File: src/include/l2tlb_macros.svh
`ifndef L2TLB_MACROS_SVH
`define L2TLB_MACROS_SVH

// ==================================================
// Geometry of the level-1 page L2 TLB slice
// ==================================================

// Ways and sets
`define L2TLB_WAYS    4
`define L2TLB_SETS    64
`define L2TLB_SET_W   6
`define L2TLB_WAY_W   2

// Tag and data word layout
`define L2TLB_WORD_W  24
`define L2TLB_FLAG_W  10

// Compare key is asid plus upper vpn1
`define L2TLB_KEY_W   13
`define L2TLB_KEY_LSB 10

`endif

File: src/hdl/l2tlb_pkg.sv
`include "l2tlb_macros.svh"

package l2tlb_pkg;

    // Maintenance commands
    typedef enum logic [1:0] {
        MAINT_NONE      = 2'd0,
        MAINT_FILL      = 2'd1,
        MAINT_FLUSH_SET = 2'd2,
        MAINT_FLUSH_ALL = 2'd3
    } maint_op_e;

    // Flag bit 0 is the valid flag
    typedef struct packed {
        logic                       spare;
        logic [8:0]                 asid;
        logic [3:0]                 vpn_hi;
        logic [`L2TLB_FLAG_W-1:0]   flags;
    } tlb_tag_t;

    typedef struct packed {
        maint_op_e                  op;
        logic [`L2TLB_WAY_W-1:0]    way;
        logic [`L2TLB_SET_W-1:0]    set;
        tlb_tag_t                   tag;
        logic [`L2TLB_WORD_W-1:0]   data;
    } maint_req_t;

    typedef struct packed {
        logic                       req;
        logic [`L2TLB_SET_W-1:0]    set;
        logic [`L2TLB_KEY_W-1:0]    key;
    } lookup_req_t;

    // Shared memory port
    typedef struct packed {
        logic [`L2TLB_SET_W-1:0]    set;
        logic [`L2TLB_WAYS-1:0]     wr_mask;
        tlb_tag_t                   tag;
        logic [`L2TLB_WORD_W-1:0]   data;
    } sram_req_t;

    typedef struct packed {
        tlb_tag_t                   tag;
        logic [`L2TLB_WORD_W-1:0]   data;
    } sram_way_t;

    // One full set row
    typedef struct packed {
        sram_way_t [`L2TLB_WAYS-1:0] way;
    } sram_rd_t;

    typedef struct packed {
        logic                       valid;
        logic [`L2TLB_WAYS-1:0]     hit;
        logic [`L2TLB_WAYS-1:0]     set_valid;
        logic [`L2TLB_WORD_W-1:0]   data;
        tlb_tag_t                   tag;
    } lookup_resp_t;

endpackage

File: src/hdl/l2tlb_port_arbiter.sv
`timescale 1ns/1ps

`include "l2tlb_macros.svh"

module l2tlb_port_arbiter
    import l2tlb_pkg::*;
(
    input  lookup_req_t i_lookup,
    input  maint_req_t  i_maint,
    output sram_req_t   o_sram_req,
    output logic        o_rd_en,
    output logic        o_lookup_grant
);

    logic                   fill;
    logic                   lookup_win;
    logic [`L2TLB_WAYS-1:0] way_dec;

    // Only a fill touches the memory, flushes leave the port free
    assign fill       = (i_maint.op == MAINT_FILL);
    assign lookup_win = i_lookup.req && !fill;

    // Way number to one-hot write mask
    assign way_dec = {{(`L2TLB_WAYS-1){1'b0}}, 1'b1} << i_maint.way;

    always_comb begin
        o_sram_req.set     = fill ? i_maint.set : i_lookup.set;
        o_sram_req.wr_mask = fill ? way_dec : '0;
        o_sram_req.tag     = i_maint.tag;
        o_sram_req.data    = i_maint.data;
    end

    assign o_rd_en        = lookup_win;
    assign o_lookup_grant = lookup_win;

endmodule

File: config.mk
export PLATFORM = sky130hd
export DESIGN_NAME = l2tlb_port_arbiter
export DESIGN_NICKNAME = d
export VERILOG_FILES = /design/src/hdl/l2tlb_pkg.sv /design/src/hdl/l2tlb_port_arbiter.sv
export VERILOG_INCLUDE_DIRS = /design/src /design/src/include
export SDC_FILE = /design/constraint.sdc
export NUM_CORES = 1
export LEC_CHECK = 0
export ABC_CLOCK_PERIOD_IN_PS = 800
export BUFFER_PORTS_ARGS = -buffer_cell sky130_fd_sc_hd__clkbuf_2
export CAP_MARGIN = 0
export CORE_MARGIN = 1.5
export CORE_UTILIZATION = 19
export DETAILED_ROUTE_END_ITERATION = 7
export PLACE_DENSITY = 0.77
export SLEW_MARGIN = 10
export SYNTH_ARGS = -nofsm -noshare
export SYNTH_HDL_FRONTEND = slang
export SYNTH_SLANG_ARGS = --single-unit
export TNS_END_PERCENT = 50
File: constraint.sdc
create_clock -name vclk -period 0.8
set_input_delay 0.08 -clock vclk [all_inputs]
set_output_delay 0.08 -clock vclk [all_outputs]
set_load 0.1 [all_outputs]
==> flow_summary.toml <==
[status]
status = "finished, violations left"
violations = "setup timing"

[placed_design]
place_area_um2 = 584.3
portBuffers = 29
place.gp.congestion = 0.4474
place_ws_ns = -0.2438

[power]
powerDensity_nw_per_um2 = 981.7
p_clk_share_pct = 0
p_int_uw = 248.1
sw_frac_of_total_pct = 58.53
vdd_drop_max_v = 0.0004887
p_comb_share_pct = 100.0
finalPower_uw = 598.2
p_switching_uw = 350.1
power.share.sequential_pct = 0
leakage_nw = 0.2898

[drt]
via_per_inst = 3.640
wl_per_cell_um = 13.13
drtIter0Drc = 1
vias = 273
drt_pre_antenna_iters = 2
wl_um = 985
ant_nets = 0
drc = 0

[timing]
period_needed_ns = 0.9946
rsz0062_at_grt = "yes"
fin_tns_setup_ns = -1.732
setup_violations = 12
slew_violations = 0
fin_crit_sh_pct = 124.3
fmax_mhz = 1005
slew-limit-headroom_pct = 87.59
worst_slack_ns = -0.1946
hold_viol_final = 0
worst_slew_pin_slew_ns = 0.1859

[yosys]
synth_top_cell_area_share_pct = 71.53
syn_area_um2 = 514.2
synth_top_family_by_area = "buffers and inverters"
synth.area.top_cells = "buf_4, mux2_4, nor3b_1"
synth_compound_area_share_pct = 0
ys_types = 9
syn_inst = 63
synth_simple_gate_area_share_pct = 8.759
syn_area_per_cell_um2 = 8.163
synthXorXnorAreaFrac_pct = 0
yosysTopAreaCell = "buf_4"
synth-adder-area-share_pct = 0
yosysSeqAreaShare_pct = 0
synth_fp_nets = 141
synthMuxAreaShare_pct = 17.52
yosys_warnings = 0

[cts]
post_cts.repair.setup_buffers = 0
postCtsHoldBufs = 0

[hold_path]
worst_hold_path.num_cells = 0
hp-class = "in -> out"

[global_route]
antenna_found_initial = 0
grt_first_pass_wirelength_um = 1159
grt_pass1_vias = 271
grt_max_degree = 8
grt_use_total_pct = 5.020
grt_overflow = 0

[cells_and_area]
nClkBuffers = 0
fill_cells = 272
syn_to_final_growth_pct = 18.49
seq_cell_count = 0
final_nets = 125
fin_area_um2 = 609.3
multiInputGateArea_um2 = 191.4
final_core_util_pct = 24.16
seqCellArea_um2 = 0
antenna_cells = 0
drive_above_1_share_pct = 100.0

[worst_setup_path]
path_class = "in -> out"
cp_max_fo = 7
end_kind = "output pin"
crit_path_start_kind = "input pin"
cp.required_ns = 0.72
cp.arrival_ns = 0.91

[die]
start_util_pct = 20.39
die_x_um = 55.03
rows = 18
fp.dieArea_um2 = 3028
num_io_pins = 138
die_h_um = 55.03
coreArea_um2 = 2522

[flow_run]
cap_violations = 0
## synth_stat cells
library cell / count
and2_1: 1
and3_1: 1
buf_4: 49
buf_6: 1
mux2_4: 6
nand2b_1: 1
nor2b_1: 1
nor3_1: 1
nor3b_1: 2
## layout make-up
cell class         instances  share of cell area, %
multi-input cells         13                  31.42
well taps                 30                  6.160
repair buffers            32                  62.42
## placed cells by master, fill, tap and decap left out
cell type,n
clkbuf_2,15
and3_4,1
buf_6,2
and2_4,1
nor3b_4,2
buf_4,1
nor3_4,1
buf_8,1
mux2_4,6
nand2b_4,1
nor2b_4,1
buf_12,13
## power groups by stage
stage	sequential (mW)	clock [mW]	combinational (mW)
5_1_grt	0	0	0.617
6_report	0	0	0.598
3_5_place_dp	0	0	0.588
3_3_place_gp	0	0	0.584
4_1_cts	0	0	0.597
2_1_floorplan	0	0	1.50
## path summary, 6_finish.rpt
path	from	slack, ns	endpoint
worst max-delay path	i_maint[56]	-0.19	o_sram_req[54]
worst min-delay path	i_maint[17]	0.16	o_sram_req[17]
## logic make-up after synthesis
group                  after synthesis
and+or+nand+nor                      7
buffers and inverters               50
muxes                                6
## per-layer routing
metal  track usage [%]  part of all wire [%]  vias to the layer above
met5                 0                     0                        -
met3             3.763                    26                        8
met4             3.252                   4.0                        0
li1                  -                     -                      114
met2             9.524                    48                       40
met1             3.210                    21                      111
## critical path, stage by stage
cell	delay, ns
buf_6	0.07
nor2b_4	0.15
buf_12	0.13
mux2_4	0.31
buf_12	0.17
## per-stage QoR
stage	instances	hold WS [ns]
2_1_floorplan	63	0.2670
5_1_grt	75	0.1601
3_3_place_gp	75	0.1607
4_1_cts	75	0.1607
6_report	75	0.1600
3_5_place_dp	75	0.1607
## timing repair
item | CTS | global route
cloned | 0 | 0
gates resized for setup | 3 | 2
pin swaps | 1 | 0
setup endpoints to repair | 12 | 12
Power figures use the tool's default switching activity.
