==> src/include/l2tlb_macros.svh <==
`ifndef L2TLB_MACROS_SVH
`define L2TLB_MACROS_SVH

// ==================================================
// Geometry of the level-1 page L2 TLB slice
// ==================================================

// Ways and sets
`define L2TLB_WAYS    4
`define L2TLB_SETS    64
`define L2TLB_SET_W   6
`define L2TLB_WAY_W   2

// Tag and data word layout
`define L2TLB_WORD_W  24
`define L2TLB_FLAG_W  10

// Compare key is asid plus upper vpn1
`define L2TLB_KEY_W   13
`define L2TLB_KEY_LSB 10

`endif

==> src/hdl/l2tlb_pkg.sv <==
`include "l2tlb_macros.svh"

package l2tlb_pkg;

    // Maintenance commands
    typedef enum logic [1:0] {
        MAINT_NONE      = 2'd0,
        MAINT_FILL      = 2'd1,
        MAINT_FLUSH_SET = 2'd2,
        MAINT_FLUSH_ALL = 2'd3
    } maint_op_e;

    // Flag bit 0 is the valid flag
    typedef struct packed {
        logic                       spare;
        logic [8:0]                 asid;
        logic [3:0]                 vpn_hi;
        logic [`L2TLB_FLAG_W-1:0]   flags;
    } tlb_tag_t;

    typedef struct packed {
        maint_op_e                  op;
        logic [`L2TLB_WAY_W-1:0]    way;
        logic [`L2TLB_SET_W-1:0]    set;
        tlb_tag_t                   tag;
        logic [`L2TLB_WORD_W-1:0]   data;
    } maint_req_t;

    typedef struct packed {
        logic                       req;
        logic [`L2TLB_SET_W-1:0]    set;
        logic [`L2TLB_KEY_W-1:0]    key;
    } lookup_req_t;

    // Shared memory port
    typedef struct packed {
        logic [`L2TLB_SET_W-1:0]    set;
        logic [`L2TLB_WAYS-1:0]     wr_mask;
        tlb_tag_t                   tag;
        logic [`L2TLB_WORD_W-1:0]   data;
    } sram_req_t;

    typedef struct packed {
        tlb_tag_t                   tag;
        logic [`L2TLB_WORD_W-1:0]   data;
    } sram_way_t;

    // One full set row
    typedef struct packed {
        sram_way_t [`L2TLB_WAYS-1:0] way;
    } sram_rd_t;

    typedef struct packed {
        logic                       valid;
        logic [`L2TLB_WAYS-1:0]     hit;
        logic [`L2TLB_WAYS-1:0]     set_valid;
        logic [`L2TLB_WORD_W-1:0]   data;
        tlb_tag_t                   tag;
    } lookup_resp_t;

endpackage

==> src/hdl/l2tlb_lookup.sv <==
`timescale 1ns/1ps

`include "l2tlb_macros.svh"

module l2tlb_lookup
    import l2tlb_pkg::*;
(
    input  logic                    clk,
    input  logic                    rstn,
    input  lookup_req_t             i_lookup,
    input  logic                    i_grant,
    input  sram_rd_t                i_rd,
    input  logic [`L2TLB_WAYS-1:0]  i_set_valid,
    output logic [`L2TLB_SET_W-1:0] o_rd_set,
    output lookup_resp_t            o_resp
);

    logic                    pend_q;
    logic [`L2TLB_KEY_W-1:0] key_q;
    logic [`L2TLB_WAYS-1:0]  vrow_q;
    logic [`L2TLB_WAYS-1:0]  way_match;
    logic [`L2TLB_WAYS-1:0]  hit_sel;
    logic [`L2TLB_WORD_W-1:0] sel_data;
    tlb_tag_t                sel_tag;

    // Valid row is read with the same set the SRAM sees
    assign o_rd_set = i_lookup.set;

    // ==================================================
    // Request stage, aligned with the SRAM read
    // ==================================================

    always_ff @(posedge clk or negedge rstn) begin
        if (!rstn) begin
            pend_q <= 1'b0;
            key_q  <= '0;
            vrow_q <= '0;
        end else begin
            pend_q <= i_grant;
            if (i_grant) begin
                key_q  <= i_lookup.key;
                vrow_q <= i_set_valid;
            end
        end
    end

    // ==================================================
    // Compare and lowest-way select
    // ==================================================

    always_comb begin
        for (int w = 0; w < `L2TLB_WAYS; w++) begin
            way_match[w] = vrow_q[w] &&
                (i_rd.way[w].tag[`L2TLB_KEY_LSB +: `L2TLB_KEY_W] == key_q);
        end
    end

    // Walk downward so the lowest hitting way is the last one taken
    always_comb begin
        hit_sel  = '0;
        sel_data = '0;
        sel_tag  = '0;
        for (int w = `L2TLB_WAYS - 1; w >= 0; w--) begin
            if (way_match[w]) begin
                hit_sel        = '0;
                hit_sel[w]     = 1'b1;
                sel_data       = i_rd.way[w].data;
                sel_tag        = i_rd.way[w].tag;
                sel_tag.flags[0] = vrow_q[w];
            end
        end
    end

    always_comb begin
        o_resp.valid     = pend_q;
        o_resp.hit       = hit_sel;
        o_resp.set_valid = vrow_q;
        o_resp.data      = sel_data;
        o_resp.tag       = sel_tag;
    end

endmodule

==> config.mk <==
export PLATFORM = sky130hd
export DESIGN_NAME = l2tlb_lookup
export DESIGN_NICKNAME = d
export VERILOG_FILES = /design/src/hdl/l2tlb_pkg.sv /design/src/hdl/l2tlb_lookup.sv
export VERILOG_INCLUDE_DIRS = /design/src /design/src/include
export SDC_FILE = /design/constraint.sdc
export NUM_CORES = 1
export LEC_CHECK = 0
export ABC_AREA = 1
export BUFFER_PORTS_ARGS = -buffer_cell sky130_fd_sc_hd__buf_4
export CORE_AREA = 2 2 109 111
export DETAILED_ROUTE_END_ITERATION = 8
export DIE_AREA = 0 0 111 113
export PLACE_DENSITY = 0.74
export SKIP_LAST_GASP = 1
export SLEW_MARGIN = 20
export SYNTH_ARGS = -nofsm -noshare
export SYNTH_HDL_FRONTEND = slang
export SYNTH_SLANG_ARGS = --single-unit
==> constraint.sdc <==
create_clock -name clk -period 3 [get_ports clk]
set_clock_uncertainty 0.1 [all_clocks]
set_input_delay 0.45 -clock clk [delete_from_list [all_inputs] [get_ports clk]]
set_output_delay 0.45 -clock clk [all_outputs]
set_load 0.01 [all_outputs]
==> metrics.txt <==
diodes inserted=0; worst hold path type=primary input to register; most frequent CP cell=nand2_1; final WL=16700 um; Area after DPL=6090 um2; Critical Path Fanout Max=30; number of global-route vias before repair=5081; first-pass GRT wire length=25400 um; Multi-input gate area=2730 um2; Synth-to-Final Area Change=52.8%; Final TNS setup=0 ns; Least-Margin Pin Slew=0.396 ns; die area=12500 um2; Final period util=0.920; reg2reg path depth=2; post-DP HPWL=13200 um; cells along the critical path=inv_2, nand2_1, nand2_1, nor2_1, nand2_1, nor2_4, buf_4, nand3_1, nand2_1, inv_1, nand2_1, nand2_1, nand2_1, buf_4; # clock sinks=18; Synth Register Bits=18; clock root cell=clkbuf_16; CTS buffer count=3; Hold Path Sink=key_q[12]; hold wc startpoint=i_lookup[12]; Pwr Density=166 nW/um2; worst r2r src=key_q[11]; RSZ-0062 raised after global routing=no; synth warn=0; Placer Congestion=0.897; Die H=113 um; Detail Route Antenna Nets=0; final slew viol count=0; FF+latch area=450 um2; syn avg cell area=4.80 um2; Row Count=39; Starting Density=0.359; area share of the largest cell type after synthesis=0.367; CP delay by family, top=simple AND/OR/NAND/NOR gates; leakage power=0.00381 uW; CTS tree=built; gr ovfl total=0; area leader, netlist=nand2_1; worst vdd ir=0.375 mV; endpoint class of the critical path=output port; Fin. Hold Viols=0; Die X=111 um; DR vias=5791; Clock Latency Late Sink=0.25 ns; Core ar.=11300 um2; DR vias/cell=4.73; io pins=282; register area share after synthesis=0.111; Clock Path Buffers=2; CP startpoint kind=register; max-cap violations=0; leading post-synthesis cells by cell area=nand2_1 37%, inv_1 12%, dfrtp_1 11%; critical path class=register to output port; Netlist Area Pre-Place=4050 um2; Port Buf Inserts=264; Synth cell types=24; Final nets=1302; first drt pass iteration count=5; Filler cells=1226; drt wl/cell=13.6 um; Required @ worst endpoint=2.45 ns; share of cells above drive strength 1=0.315; final instance area=6190 um2; max incr delay on CP=0.44 ns; Worst slew margin=0.736; antenna violations before repair=0; DRT iter0 DRCs=371; minimum clock period after layout=2.76 ns; Mapped Cells=844; H-tree depth=1; Hold Crit Depth=3; Final setup viols=0; Bufs and invs on worst path=4; Worst R2R Setup Slack=2.09 ns; Total GRT Usage=0.248; clk slew on worst S/H paths=0.05 ns; Max Freq=362 MHz; drc violations=0; Worst path slowest cell=dfrtp_1; pin count of the biggest net entering global routing=55; Reg-to-Reg End=key_q[11]; status=finished clean; Synth Net Count=1063; crit path DAT=2.21 ns
-- flip-flops by register name (all words and copies together) (netlist names) --
| name | cells |
|---|---|
| pend_q | 1 |
| vrow_q | 4 |
| key_q | 13 |
-- report_power, final --
part	internal (uW)	switching, uW	total (uW)
clock	175	86.6	262
combinational	255	217	472
sequential	265	30.6	296
total	695	334	1030
-- per-layer routing --
layer	vias to the layer above	track usage	wire length (um)
met5	-	0	0
met4	0	0.108	667
met3	44	0.0225	1100
met2	263	0.433	8020
met1	2499	0.313	6890
li1	2985	-	-
-- repair_timing --
item / 4_1_cts / 5_1_grt
hold buffers: 1 / 0
gates resized for setup: 0 / 0
buffers inserted: 0 / 2
setup endpoints to repair: 0 / 10
hold endpoints to repair: 18 / 0
-- cell usage after synthesis --
library cell / number
clkinv_1: 1
a21oi_1: 1
o21ai_1: 15
o21ai_0: 54
nor2_2: 1
dfrtp_1: 18
nand3_2: 20
clkbuf_1: 11
buf_2: 22
buf_4: 8
nand2_2: 1
or2_2: 1
nand3_1: 81
nor2_4: 3
mux2_2: 3
inv_1: 130
xnor2_1: 2
o211ai_1: 2
nor3_1: 1
buf_6: 6
xor2_1: 2
nor2_1: 37
nand2_1: 396
inv_2: 28
-- worst max path at each step --
stage | start | to | slack [ns] | depth (start not counted)
after CTS | key_q[11] | o_resp[16] | 0.14 | 13
after floorplan | i_rd[179] | o_resp[27] | 0.94 | 11
after detailed placement | i_rd[136] | o_resp[16] | 0.41 | 14
after global routing | key_q[0] | o_resp[23] | 0.07 | 13
final | key_q[1] | o_resp[15] | 0.24 | 14
after global placement | i_rd[134] | o_resp[15] | 0.42 | 13
-- tightest hold or removal path: stages --
cell and delay, ns:
buf_4 0.07, nand2_1 0.04, o21ai_0 0.05
-- cells by family (layout without fill, tap and decap cells) --
logic type	Yosys count	in the layout	synth area share
AO/OA/AOI/OAI	72	72	0.0902
flip-flops	18	18	0.111
AND/OR/NAND/NOR	541	541	0.565
XOR/XNOR	4	4	0.00865
buffers and inverters	206	443	0.216
multiplexers	3	3	0.00834
-- per-stage QoR --
stage	util	setup WS [ns]	hold WS [ns]	std cells	total power [uW]
2_1_floorplan	-	0.938	0.0544	844	471
3_3_place_gp	0.540	0.420	0.230	1218	757
3_5_place_dp	0.540	0.407	0.232	1218	763
4_1_cts	0.548	0.141	0.305	1222	1030
5_1_grt	0.549	0.0734	0.329	1224	1090
6_report	0.549	0.239	0.303	1224	1030
-- area by class of cell --
| type | instances | share of cell area |
|---|---|---|
| Sequential cell | 18 | 0.0728 |
| Timing Repair Buffer | 281 | 0.349 |
| Clock buffer | 3 | 0.0121 |
| Tap cell | 143 | 0.0289 |
| Inverter | 159 | 0.0964 |
| Multi-Input combinational cell | 620 | 0.440 |
-- cell usage in the layout (no fill, tap or decap), types with 2 or more instances in the layout --
master,synthesis,routed
nand2_1,396,395
buf_4,8,276
inv_1,130,129
nand3_1,81,81
o21ai_0,54,54
nor2_1,37,37
inv_2,28,28
nand3_2,20,20
dfrtp_1,18,18
o21ai_1,15,15
buf_12,0,4
nor2_4,3,3
mux2_2,3,3
clkbuf_16,0,3
o211ai_1,2,2
clkinv_1,1,2
nand2_2,1,2
xor2_1,2,2
xnor2_1,2,2
Note: power is estimated with default switching activity, not from simulation.
