==> src/include/l2tlb_macros.svh <==
`ifndef L2TLB_MACROS_SVH
`define L2TLB_MACROS_SVH

// ==================================================
// Geometry of the level-1 page L2 TLB slice
// ==================================================

// Ways and sets
`define L2TLB_WAYS    4
`define L2TLB_SETS    64
`define L2TLB_SET_W   6
`define L2TLB_WAY_W   2

// Tag and data word layout
`define L2TLB_WORD_W  24
`define L2TLB_FLAG_W  10

// Compare key is asid plus upper vpn1
`define L2TLB_KEY_W   13
`define L2TLB_KEY_LSB 10

`endif

==> src/hdl/l2tlb_pkg.sv <==
`include "l2tlb_macros.svh"

package l2tlb_pkg;

    // Maintenance commands
    typedef enum logic [1:0] {
        MAINT_NONE      = 2'd0,
        MAINT_FILL      = 2'd1,
        MAINT_FLUSH_SET = 2'd2,
        MAINT_FLUSH_ALL = 2'd3
    } maint_op_e;

    // Flag bit 0 is the valid flag
    typedef struct packed {
        logic                       spare;
        logic [8:0]                 asid;
        logic [3:0]                 vpn_hi;
        logic [`L2TLB_FLAG_W-1:0]   flags;
    } tlb_tag_t;

    typedef struct packed {
        maint_op_e                  op;
        logic [`L2TLB_WAY_W-1:0]    way;
        logic [`L2TLB_SET_W-1:0]    set;
        tlb_tag_t                   tag;
        logic [`L2TLB_WORD_W-1:0]   data;
    } maint_req_t;

    typedef struct packed {
        logic                       req;
        logic [`L2TLB_SET_W-1:0]    set;
        logic [`L2TLB_KEY_W-1:0]    key;
    } lookup_req_t;

    // Shared memory port
    typedef struct packed {
        logic [`L2TLB_SET_W-1:0]    set;
        logic [`L2TLB_WAYS-1:0]     wr_mask;
        tlb_tag_t                   tag;
        logic [`L2TLB_WORD_W-1:0]   data;
    } sram_req_t;

    typedef struct packed {
        tlb_tag_t                   tag;
        logic [`L2TLB_WORD_W-1:0]   data;
    } sram_way_t;

    // One full set row
    typedef struct packed {
        sram_way_t [`L2TLB_WAYS-1:0] way;
    } sram_rd_t;

    typedef struct packed {
        logic                       valid;
        logic [`L2TLB_WAYS-1:0]     hit;
        logic [`L2TLB_WAYS-1:0]     set_valid;
        logic [`L2TLB_WORD_W-1:0]   data;
        tlb_tag_t                   tag;
    } lookup_resp_t;

endpackage

==> src/hdl/l2tlb_valid_array.sv <==
`timescale 1ns/1ps

`include "l2tlb_macros.svh"

module l2tlb_valid_array
    import l2tlb_pkg::*;
(
    input  logic                    clk,
    input  logic                    rstn,
    input  maint_req_t              i_maint,
    input  logic [`L2TLB_SET_W-1:0] i_rd_set,
    output logic [`L2TLB_WAYS-1:0]  o_rd_valid
);

    // ==================================================
    // Valid bits, one row of ways per set
    // ==================================================

    logic [`L2TLB_WAYS-1:0] valid_q [`L2TLB_SETS];

    always_ff @(posedge clk or negedge rstn) begin
        if (!rstn) begin
            for (int s = 0; s < `L2TLB_SETS; s++) begin
                valid_q[s] <= '0;
            end
        end else begin
            case (i_maint.op)
                MAINT_FILL: begin
                    // Valid follows the flag of the new tag
                    valid_q[i_maint.set][i_maint.way] <= i_maint.tag.flags[0];
                end
                MAINT_FLUSH_SET: begin
                    valid_q[i_maint.set] <= '0;
                end
                MAINT_FLUSH_ALL: begin
                    for (int s = 0; s < `L2TLB_SETS; s++) begin
                        valid_q[s] <= '0;
                    end
                end
                default: begin
                end
            endcase
        end
    end

    // Combinational read, pre-update value in a maintenance cycle
    assign o_rd_valid = valid_q[i_rd_set];

endmodule

==> config.mk <==
export PLATFORM = sky130hd
export DESIGN_NAME = l2tlb_valid_array
export DESIGN_NICKNAME = d
export VERILOG_FILES = /design/src/hdl/l2tlb_pkg.sv /design/src/hdl/l2tlb_valid_array.sv
export VERILOG_INCLUDE_DIRS = /design/src /design/src/include
export SDC_FILE = /design/constraint.sdc
export NUM_CORES = 1
export LEC_CHECK = 0
export ABC_AREA = 1
export BUFFER_PORTS_ARGS = -buffer_cell sky130_fd_sc_hd__buf_2
export CAP_MARGIN = 30
export CELL_PAD_IN_SITES_DETAIL_PLACEMENT = 1
export CELL_PAD_IN_SITES_GLOBAL_PLACEMENT = 2
export CORE_MARGIN = 5
export CORE_UTILIZATION = 30
export DETAILED_ROUTE_END_ITERATION = 7
export PLACE_DENSITY = 0.75
export SYNTH_ARGS = -nofsm -noshare
export SYNTH_HDL_FRONTEND = slang
export SYNTH_SLANG_ARGS = --single-unit
==> constraint.sdc <==
create_clock -name clk -period 4.2 [get_ports clk]
set_input_delay 0.63 -clock clk [delete_from_list [all_inputs] [get_ports clk]]
set_output_delay 0.63 -clock clk [all_outputs]
set_load 0.005 [all_outputs]
==> results of run 1 <==
critical path, cell delays in order:
cell	delay, ns
sky130_fd_sc_hd__buf_4	0.14
sky130_fd_sc_hd__inv_4	0.48
sky130_fd_sc_hd__buf_4	0.33
sky130_fd_sc_hd__nand2_1	0.07
sky130_fd_sc_hd__nand3_1	0.12
sky130_fd_sc_hd__nand3_1	0.11
sky130_fd_sc_hd__nand2_1	0.15
sky130_fd_sc_hd__nand2_1	0.07
sky130_fd_sc_hd__nand3_1	0.09
sky130_fd_sc_hd__nand3_1	0.12
sky130_fd_sc_hd__nand2_1	0.16
sky130_fd_sc_hd__buf_2	0.14
through the flow:
| step | utilization | power (W) | std cells |
|---|---|---|---|
| after floorplan | - | 0.00288 | 1909 |
| after global placement | 0.318 | 0.00319 | 2443 |
| after detailed placement | 0.318 | 0.00320 | 2443 |
| after CTS | 0.343 | 0.00621 | 2499 |
| after global routing | 0.343 | 0.00635 | 2499 |
| final | 0.343 | 0.00614 | 2499 |
worst max-delay path by stage:
stage,end,startpoint,slack [ns]
after CTS,o_rd_valid[1],i_rd_set[0],0.94
after detailed placement,o_rd_valid[2],i_rd_set[0],0.95
after global placement,o_rd_valid[2],i_rd_set[0],0.95
after floorplan,o_rd_valid[0],i_rd_set[0],1.84
final,o_rd_valid[1],i_rd_set[0],0.92
after global routing,o_rd_valid[1],i_rd_set[0],0.74
synthesized netlist by cell type, drive strengths merged:
cell type,instances
nor2,210
o21ai,1
a21oi,277
buf,43
nand3,228
inv,81
nor3,255
o21a,2
a221oi,3
a211oi,92
nand2,371
dfrtp,256
clkbuf,89
clkinv,1
area by class of cell:
cell class,count,area share
Clock buffer,53,0.0684
Clock inverter,3,0.00291
Inverter,82,0.0195
Multi-Input combinational cell,1439,0.427
Sequential cell,256,0.403
Tap cell,607,0.0478
Timing Repair Buffer,59,0.0317
metal layers:
metal / global-route usage / routed length (um) / part of all wire / up-vias
met5: 0 / 0 / 0 / -
met4: 0.0611 / 1170 / 0.021 / 0
met3: 0.0277 / 2480 / 0.044 / 71
met2: 0.360 / 26200 / 0.47 / 297
met1: 0.308 / 26200 / 0.47 / 7048
li1: - / - / - / 6490
power by group:
group / leakage [nW] / internal, W / switching, W
clock network: 0.553 / 0.00183 / 0.00116
logic: 2.50 / 0.000130 / 0.000517
registers: 3.57 / 0.00249 / 0.0000135
logic make-up after synthesis:
| family | Yosys count | synth area share |
|---|---|---|
| and+or+nand+nor | 1064 | 0.331 |
| AOI/OAI and AO/OA | 375 | 0.152 |
| DFF | 256 | 0.458 |
| buffers and inverters | 214 | 0.0587 |
==> results.md, run 1 <==
- The library cells used most frequently in the layout, excluding fill and tap cells, are 371 x sky130_fd_sc_hd__nand2_1, 277 x sky130_fd_sc_hd__a21oi_1, 256 x sky130_fd_sc_hd__dfrtp_1.
- The maximum vdd ir drop is ~0.36 mV.
- Yosys printed 0 warnings.
- The total area of multi-input combinational cells is 6780 um2.
- The most common cell after layout, fill and taps aside is sky130_fd_sc_hd__nand2_1.
- Data arrives at the worst endpoint at 2.65 ns.
- For flop-to-flop paths, the worst setup slack is ~3.4 ns.
- The count of pins over their slew limit is 0.
- Synthesis handed over a netlist of roughly 1900 instances.
- The number of buffers inserted to repair setup after CTS is 0.
- The startpoint type of the worst setup path is an input pin.
- The count of filler cells inserted in the layout is between 5000 and 6000.
- The die width is 226 um.
- The initial antenna violation count is 0.
- After detailed routing, the average wire length per cell comes to ~22 um.
- The number of max-capacitance violations reported is 0.
- The maximum achievable frequency is about 300 MHz.
- The placement-stage worst setup slack is roughly 0.95 ns.
- The number of design-rule violations left by the first detailed-router iteration is between 900 and 1000.
- The die covers 51000 um2.
- Registers take roughly 6400 um2.
- The pre-antenna-repair detailed-routing pass consisted of 5 iterations.
- The worst-case headroom to the max-slew limit is 0.374.
- The initialized floorplan defines approximately 80 standard-cell rows.
- The final worst slack is roughly 0.9 ns.
- For the final routed database, the setup TNS stands at 0 ns.
- The detailed router placed roughly 14000 vias in this run.
- The standard cell core area is about 46000 um2.
- The maximum fanout along the worst path is 53.
- Summing every instance area after synthesis gives 14000 um2.
- The path class of the lowest-slack min-delay path is in2async.
- The fraction of post-synthesis cell area in the top cell type by area is 0.458.
- The number of buffers added on ports is 22.
- The flow ran to the end, and the final reports show no timing, DRC or antenna violations.
- The clock latency at the later pin of the worst-skew pair is about 0.53 ns.
- The final hold slack is around 0.13 ns.
- The cell area reported after detailed placement is approximately 15000 um2.
- In this run the remaining antenna-violating nets after routing total 0.
- At the end of routability-driven placement, the weighted congestion stood at just over 0.8.
- For this design, the sink count on the clock tree is 256.
- The number of top-level pins is 70.
- For this run, the register share of the synthesized area comes to 0.458.
- The post-route DRC violation count is 0.
- The largest total area in the synthesized netlist belongs to sky130_fd_sc_hd__dfrtp_1.
- Dividing the final minimum period by the clock period gives 0.780.
- The net count after synthesis is 1975.
- The die outline height is between 200 and 250 um.
- Clock tree synthesis selected as its root buffer the cell sky130_fd_sc_hd__clkbuf_16.
- The number of hold buffers added after cts is 0.
- Of the cells placed in the final design, the portion with a size suffix greater than 1 is 0.0655.
- Counting along the longest clock path gives a buffer depth of 3.
- The area growth from synthesis to layout is 13.7%.
- The routed wire length is 56.1 mm.
- The maximum number of pins on one net before global-route repair is between 100 and 150.
- Setup violations remaining at the end of the flow were counted as 0.
- The hold violation count in the final report is 0.
- Buffers inserted during clock tree synthesis total 34.
- The actual slew at the worst max-slew pin is about 0.94 ns.
- The TritonCTS clock tree is done.
- The clock tree synthesis step divided the H-tree into 2 levels.
- The via count of the first global-routing pass came to 14600.
- The number of cells on the worst reg-to-reg path is 2.
- Across the routed clock network, the largest skew measured is 0 ns.
- Yosys attributes the largest share of cell area to sky130_fd_sc_hd__dfrtp_1 46%, sky130_fd_sc_hd__nand2_1 10%, sky130_fd_sc_hd__a21oi_1 9.9%.
- The final net count is 1938.
- The wire length of the first global-routing pass is just under 90 mm.
- Each instance of the synthesized netlist takes up on average ~7.3 um2.
- Setup repair after global routing left no endpoint under its margin.
- The number of gates resized after CTS was 0.
- The routed via count divided by cell count is around 5.6.
- Detailed placement ended at an HPWL of between 30 and 40 mm.
- Data on the critical path is required at its endpoint by about 3.6 ns.
- The ratio of total power to cell area is roughly 390 nW/um2.
- The number of antenna diodes in the final layout is 0.
- For this run, the total global-route usage over all layers was measured as 0.220.
- The post-route standard cell area excluding fillers is 15900 um2.
- For this design the static power due to leakage is around 6.6 nW.
- The distinct cell type count of the synthesized netlist is 17.
- Summed over all layers, the global routing overflow is 0.
- The register bit count reported by yosys is 256.
- The clock edge transition at the registers on the reported setup and hold paths is roughly 0.050 ns.
- The smallest clock period supported by the final layout is computed as ~3.3 ns.
- The type of the worst setup path is in2out.
- For this configuration, the core starts out at a cell density of 0.301.
- The worst setup path is captured at a primary output.
Note: power is estimated with default switching activity, not from simulation.
==> run 2: changes to the inputs <==
- clock period: 4.2 -> 3.05 ns (I/O delays scaled with it)
==> run 2 against run 1 <==
  * Clock power grew 35%
  * Sequential power increased by 38%
  * First-iteration DRC count rose by 1.3%
==> results.md, run 2 (same netlist as run 1, synthesis figures left out) <==
- The tool flagged a number of max-cap violations equal to 0.
- The ratio of total power to cell area is roughly 520 nW/um2.
- The global routing usage summed across all routing layers is 0.223.
- The run finished with clean final reports.
- The clock latency at the later pin of the worst-skew pair is 0.52 ns.
- Across all setup checks in the final design, the least slack found is 0.366 ns.
- Headroom to the max-slew limit came out at 0.326.
- The number of clock buffers added by TritonCTS is 35.
- The maximum vdd ir drop is 0.377 mV.
- In the layout the commonest cells are 371 x sky130_fd_sc_hd__nand2_1, 277 x sky130_fd_sc_hd__a21oi_1, 256 x sky130_fd_sc_hd__dfrtp_1.
- STA classifies the critical path startpoint as an input pin.
- After detailed routing, the number of remaining DRC violations is 0.
- At the pin with the least slew margin, the transition time is around 1.0 ns.
- The worst setup path is captured at a primary output.
- The die outline height is 226 um.
- In the final layout, the share of cells above drive strength 1 is 0.0737.
- For this configuration, the core starts out at a cell density of 0.301.
- The routed via count divided by cell count is about 5.5.
- Setup repair after global routing left no endpoint under its margin.
- In the final design database the tool counted roughly 2000 nets.
- The setup-violating endpoint count in the final report is 0.
- After detailed routing, the average wire length per cell comes to roughly 23 um.
- Adding up every negative setup slack in the final design gives 0 ns.
- The floorplan has 79 rows.
- TritonCTS built the clock tree.
- The initial antenna violation count is 0.
- The type of the worst setup path is in2out.
- During placement, the flow inserted port buffers numbering 22.
- The worst endpoint required time is 2.59 ns.
- At the placement stage, the worst setup path has a slack of between 0.4 and 0.5 ns.
- The tree built by TritonCTS fans out to 256 sinks.
- The core region is roughly 46000 um2.
- The clock passes through at most 3 buffers.
- The CTS root buffer is sky130_fd_sc_hd__clkbuf_16.
- The leakage power figure is between 6 and 7 nW.
- For this run, the top clock speed supported by timing is ~370 MHz.
- After detailed routing, the total wire length is around 57 mm.
- The post-route clock period utilization is 0.880.
- The worst path in the final design needs a cycle of about 2.7 ns, including I/O delays and setup.
- The first global-routing pass estimated a little under 90 mm of wire.
- The weighted congestion reported at the end of routability-driven placement is 0.817.
- The overflow left after global routing is 0.
- The H-tree depth is 2.
- Once detailed placement completed, the half-perimeter wirelength came to 34.6 mm.
- The die covers 51000 um2.
- The worst path arrival time is between 2 and 2.5 ns.
- The total via count after detailed routing is ~14000.
- The path class of the tightest hold or removal check is in2reg.
- The repair_antennas step left the layout with diodes totalling 0.
- The count of pins over their slew limit came to 0.
- From synthesis to final layout, the design area changed by 15.5%.
- The most common cell after layout, fill and taps aside is sky130_fd_sc_hd__nand2_1.
- The via count of the first global-routing pass was 14600.
- Clock-pin slew was measured on the worst setup and hold paths at 0.05 ns.
- Once the clock tree was built, the setup fixing pass inserted 0 buffers.
- Along the worst path, the maximum fanout reaches 19.
- The hold violation count in the final report came to 0.
- The number of top-level pins is 70.
- The post-detailed-route count of antenna-violating nets is 0.
- The count of filler cells inserted in the layout is 5635.
- The number of design-rule violations left by the first detailed-router iteration is between 1000 and 1500.
- The die width is roughly 230 um.
- The number of iterations in the first detailed-routing pass is 5.
- Between clock sinks in the finished design, the worst skew comes to 0 ns.
- Entering global routing, the biggest net connects about 80 pins.
- The quantity of gates resized following cts is 0.
run 2: changes by cell type in the layout (fill, tap and decap cells not counted), sizes merged:
cell         before  now
clkinv            2    4
dlygate4sd3       0    1
clkbuf           53   54
clkinvlp          1    0
buf              59   78
run 2: area by class of cell:
cell class | count | area [um2] | area share
multi-input cells | 1439 | 6780 | 0.420
flip-flops and latches | 256 | 6410 | 0.397
clock buffers | 54 | 1060 | 0.0657
repair buffers | 79 | 781 | 0.0484
well taps | 607 | 759 | 0.0471
inverters | 82 | 310 | 0.0192
clock inverters | 4 | 45.0 | 0.00279
run 2: routing by layer:
| layer | track usage | vias up | wire length, um |
|---|---|---|---|
| met5 | 0 | - | 0 |
| met4 | 0.0615 | 0 | 1360 |
| met3 | 0.0311 | 94 | 2650 |
| met2 | 0.356 | 326 | 26000 |
| met1 | 0.319 | 7017 | 26900 |
| li1 | - | 6548 | - |
run 2: repair_timing:
item,4_1_cts,5_1_grt
hold buffers,1,0
hold endpoints to repair,73,0
endpoints found under the setup margin,0,0
run 2: stage by stage:
| stage | util | std cells | power (W) | area, um2 | hold WS, ns |
|---|---|---|---|---|---|
| 2_1_floorplan | - | 1909 | 0.00397 | 14000 | 0.162 |
| 3_3_place_gp | 0.324 | 2462 | 0.00442 | 15000 | 0.481 |
| 3_5_place_dp | 0.324 | 2462 | 0.00443 | 15000 | 0.480 |
| 4_1_cts | 0.348 | 2521 | 0.00851 | 16100 | 0.315 |
| 5_1_grt | 0.348 | 2521 | 0.00872 | 16100 | 0.353 |
| 6_report | 0.348 | 2521 | 0.00843 | 16100 | 0.336 |
run 2: path summary, 6_finish.rpt:
check                            start                    endpoint  slack, ns  cells past startpoint
min in group asynchronous         rstn  asynchronous set/reset pin       0.53                      2
hold reg to reg                   flop                        flop       0.49                      1
hold / removal             i_maint[57]                        flop       0.34                      4
max in group asynchronous         rstn  asynchronous set/reset pin       1.68                      3
setup / recovery           i_rd_set[1]               o_rd_valid[0]       0.37                     11
setup reg to reg                  flop                        flop       2.28                      2
run 2: power by group:
part           switching [W]  leakage, nW  internal [W]  total [W]
Sequential         0.0000188         3.57       0.00343    0.00345
Clock                0.00159        0.544       0.00246    0.00405
Combinational       0.000723         2.64      0.000205   0.000927
Total                0.00233         6.75       0.00609    0.00843
run 2: critical path, cell delays in order:
cell and delay, ns:
sky130_fd_sc_hd__buf_2 0.12, sky130_fd_sc_hd__inv_2 0.38, sky130_fd_sc_hd__buf_4 0.31, sky130_fd_sc_hd__nand3_1 0.13, sky130_fd_sc_hd__nand3_1 0.11, sky130_fd_sc_hd__nand2_1 0.08
sky130_fd_sc_hd__nand2_1 0.06, sky130_fd_sc_hd__nand3_1 0.10, sky130_fd_sc_hd__nand3_1 0.14, sky130_fd_sc_hd__nand2_1 0.14, sky130_fd_sc_hd__buf_2 0.16
==> run 3: changes to the inputs <==
- MAX_ROUTING_LAYER: default -> met4
- clock period: 3.05 -> 2.5 ns (I/O delays scaled with it)
==> run 3 against run 2 <==
  * Clock skew unchanged
  * Non-clock buffer count increased by 52
  * Highest routed layer unchanged
  * Largest cell class unchanged
  * Clock-buffer cell count increased by 2
  * Core utilization increased by 0.79 points
  * Critical path depth increased by 1
  * Sequential share of layout area decreased by 0.88 points
  * Register-to-register slack got worse by 0.56 ns
==> results.md, run 3 (same netlist as run 1, synthesis figures left out) <==
- The count of inserted antenna diode cells is 0.
- The maximum fanout along the worst path is 35.
- The count of pins over their slew limit came to 0.
- The starting utilization of the core area is 0.301.
- The post-detailed-route count of antenna-violating nets is 0.
- The HPWL reported at the end of detailed placement is around 36 mm.
- Leaving out fill and tap cells, the most frequent cell in the layout is sky130_fd_sc_hd__nand2_1.
- The CTS root buffer is sky130_fd_sc_hd__clkbuf_16.
- Dividing the detail-routed wire length by the instance count gives around 23 um.
- The share of total power dissipated in sequential elements is 0.413.
- The leakage power figure is roughly 7 nW.
- The area growth from synthesis to layout is 18.1%.
- The net count of the finished layout is about 2000.
- The clock period could shrink to between 2 and 2.5 ns.
- The setup-violating endpoint count in the final report is 0.
- The global routing usage summed across all routing layers is 0.233.
- The placement-stage worst setup slack is 0.178 ns.
- The die is 226 um wide.
- The type of the worst setup path is in2out.
- Once the clock tree was built, the setup fixing pass inserted 0 buffers.
- Clock skew on the completed layout was measured at 0 ns.
- The first global-routing pass estimated roughly 90 mm of wire.
- Setup repair after global routing left no endpoint under its margin.
- The initial antenna violation count was 0.
- The total instance count after detailed placement is 2514.
- The path class of the lowest-slack min-delay path is in2reg.
- The clock latency at the later pin of the worst-skew pair is roughly 0.53 ns.
- The top cell types in the final layout, fill and taps aside, are 371 x sky130_fd_sc_hd__nand2_1, 277 x sky130_fd_sc_hd__a21oi_1, 256 x sky130_fd_sc_hd__dfrtp_1.
- In this run the tool buffered the top-level ports with 22 buffer cells.
- The floorplan die area is between 50000 and 60000 um2.
- The ratio of total power to cell area is roughly 600 nW/um2.
- The internal portion of total power is around 0.0073 W.
- For this run, the top clock speed supported by timing is 421 MHz.
- The worst path arrival time is 2.00 ns.
- STA classifies the critical path startpoint as an input pin.
- The share of total power dissipated in combinational logic is 0.116.
- The number of design-rule violations left by the first detailed-router iteration is roughly 1000.
- 70 I/O pins were placed.
- STA classifies the critical path endpoint as a primary output.
- The number of iterations in the first detailed-routing pass is 5.
- The routed via count divided by cell count is approximately 5.5.
- The deepest clock path buffer count is 3.
- Summed over all nets, the switching power comes to around 0.0029 W.
- Entering global routing, the biggest net connects 71 pins.
- Measured on the finished design, the core utilization comes to 0.356.
- The quantity of gates resized following cts is 0.
- Max-cap violations in this run came to 0.
- Setup slack closes at approximately 0.13 ns.
- The die outline height is ~230 um.
- The number of hold buffers added after cts is 1.
- After layout, the design draws a total of between 0.01 and 0.015 W.
- At the worst endpoint, the required time is between 2 and 2.5 ns.
- The via count of the first global-routing pass came to roughly 15000.
- After the flow finishes, the layout carries non-filler instances totaling ~2600.
- The clock edge transition at the registers on the reported setup and hold paths is 0.06 ns.
- In this run the number of H-tree levels came out at 2.
- The actual slew at the worst max-slew pin is between 0.6 and 0.7 ns.
- The flow ran to the end, and the final reports show no timing, DRC or antenna violations.
- Detailed routing inserted a total of approximately 14000 vias.
- Row generation in the floorplan step produced between 70 and 80 rows.
- For this block, the routed nets add up to 58.0 mm of wire.
- Across all register-to-register paths, the minimum setup slack is between 1.5 and 2 ns.
- The fraction of final layout cells with drive strength greater than 1 is 0.0977.
- TritonCTS built the clock tree.
- The proportion of power drawn by the clock network is 0.471.
- The net switching fraction of the power is 0.281.
- Measured against its own limit, the worst slew margin works out to 0.534.
- In the routed design, unresolved DRC markers number 0.
- The total area inside the core boundary comes to approximately 46000 um2.
- The number of clock buffers added by TritonCTS is 34.
- Routability-driven placement finished with a final weighted congestion of around 0.83.
- The maximum vdd ir drop is approximately 0.42 mV.
- The total negative slack for setup checks is 0 ns.
- The overflow left after global routing is 0.
- The post-route clock period utilization is 0.949.
- The hold violation count in the final report came to 0.
- The clock sink count is between 200 and 300.
[run 3: final timing paths]
path / start / to / depth (start not counted)
worst min register to register: flop / flop / 1
worst max register to register: flop / flop / 2
worst max-delay path: i_rd_set[0] / o_rd_valid[1] / 12
worst min-delay path: i_maint[57] / flop / 4
max in group asynchronous: rstn / asynchronous set/reset pin / 3
min in group asynchronous: rstn / asynchronous set/reset pin / 2
[run 3: power by group through the flow]
stage               Combinational, W  Clock (W)  Sequential (W)
floorplan                   0.000566          0         0.00427
global placement             0.00116          0         0.00428
detailed placement           0.00117          0         0.00428
CTS                          0.00117    0.00492         0.00421
global route                 0.00127    0.00506         0.00421
finish                       0.00118    0.00480         0.00421
[run 3: layer usage]
layer	track usage	wire (um)	vias to the layer above
met5	-	0	-
met4	0.0640	1430	0
met3	0.0355	3060	93
met2	0.355	26100	382
met1	0.326	27500	7151
li1	-	-	6630
[run 3: critical path: stages]
cell,delay (ns)
sky130_fd_sc_hd__buf_4,0.17
sky130_fd_sc_hd__buf_12,0.23
sky130_fd_sc_hd__buf_12,0.17
sky130_fd_sc_hd__nand2_1,0.07
sky130_fd_sc_hd__nand3_1,0.14
sky130_fd_sc_hd__nand3_1,0.09
sky130_fd_sc_hd__nand2_1,0.15
sky130_fd_sc_hd__nand2_1,0.07
sky130_fd_sc_hd__nand3_1,0.08
sky130_fd_sc_hd__nand3_1,0.11
sky130_fd_sc_hd__nand2_1,0.15
sky130_fd_sc_hd__buf_2,0.14
[run 3: cell type report]
| class | count | area (um2) |
|---|---|---|
| Sequential cell | 256 | 6410 |
| Inverter | 82 | 310 |
| Multi-Input combinational cell | 1439 | 6780 |
| Fill cell | 5694 | 29900 |
| Timing Repair Buffer | 131 | 1180 |
| Clock inverter | 2 | 13.8 |
| Clock buffer | 56 | 1050 |
| Tap cell | 607 | 759 |
[run 3: metrics by stage]
| step | area (um2) | hold WS, ns |
|---|---|---|
| after floorplan | 14000 | 0.0794 |
| after global placement | 15400 | 0.349 |
| after detailed placement | 15400 | 0.345 |
| after CTS | 16500 | 0.224 |
| after global routing | 16500 | 0.288 |
| final | 16500 | 0.249 |
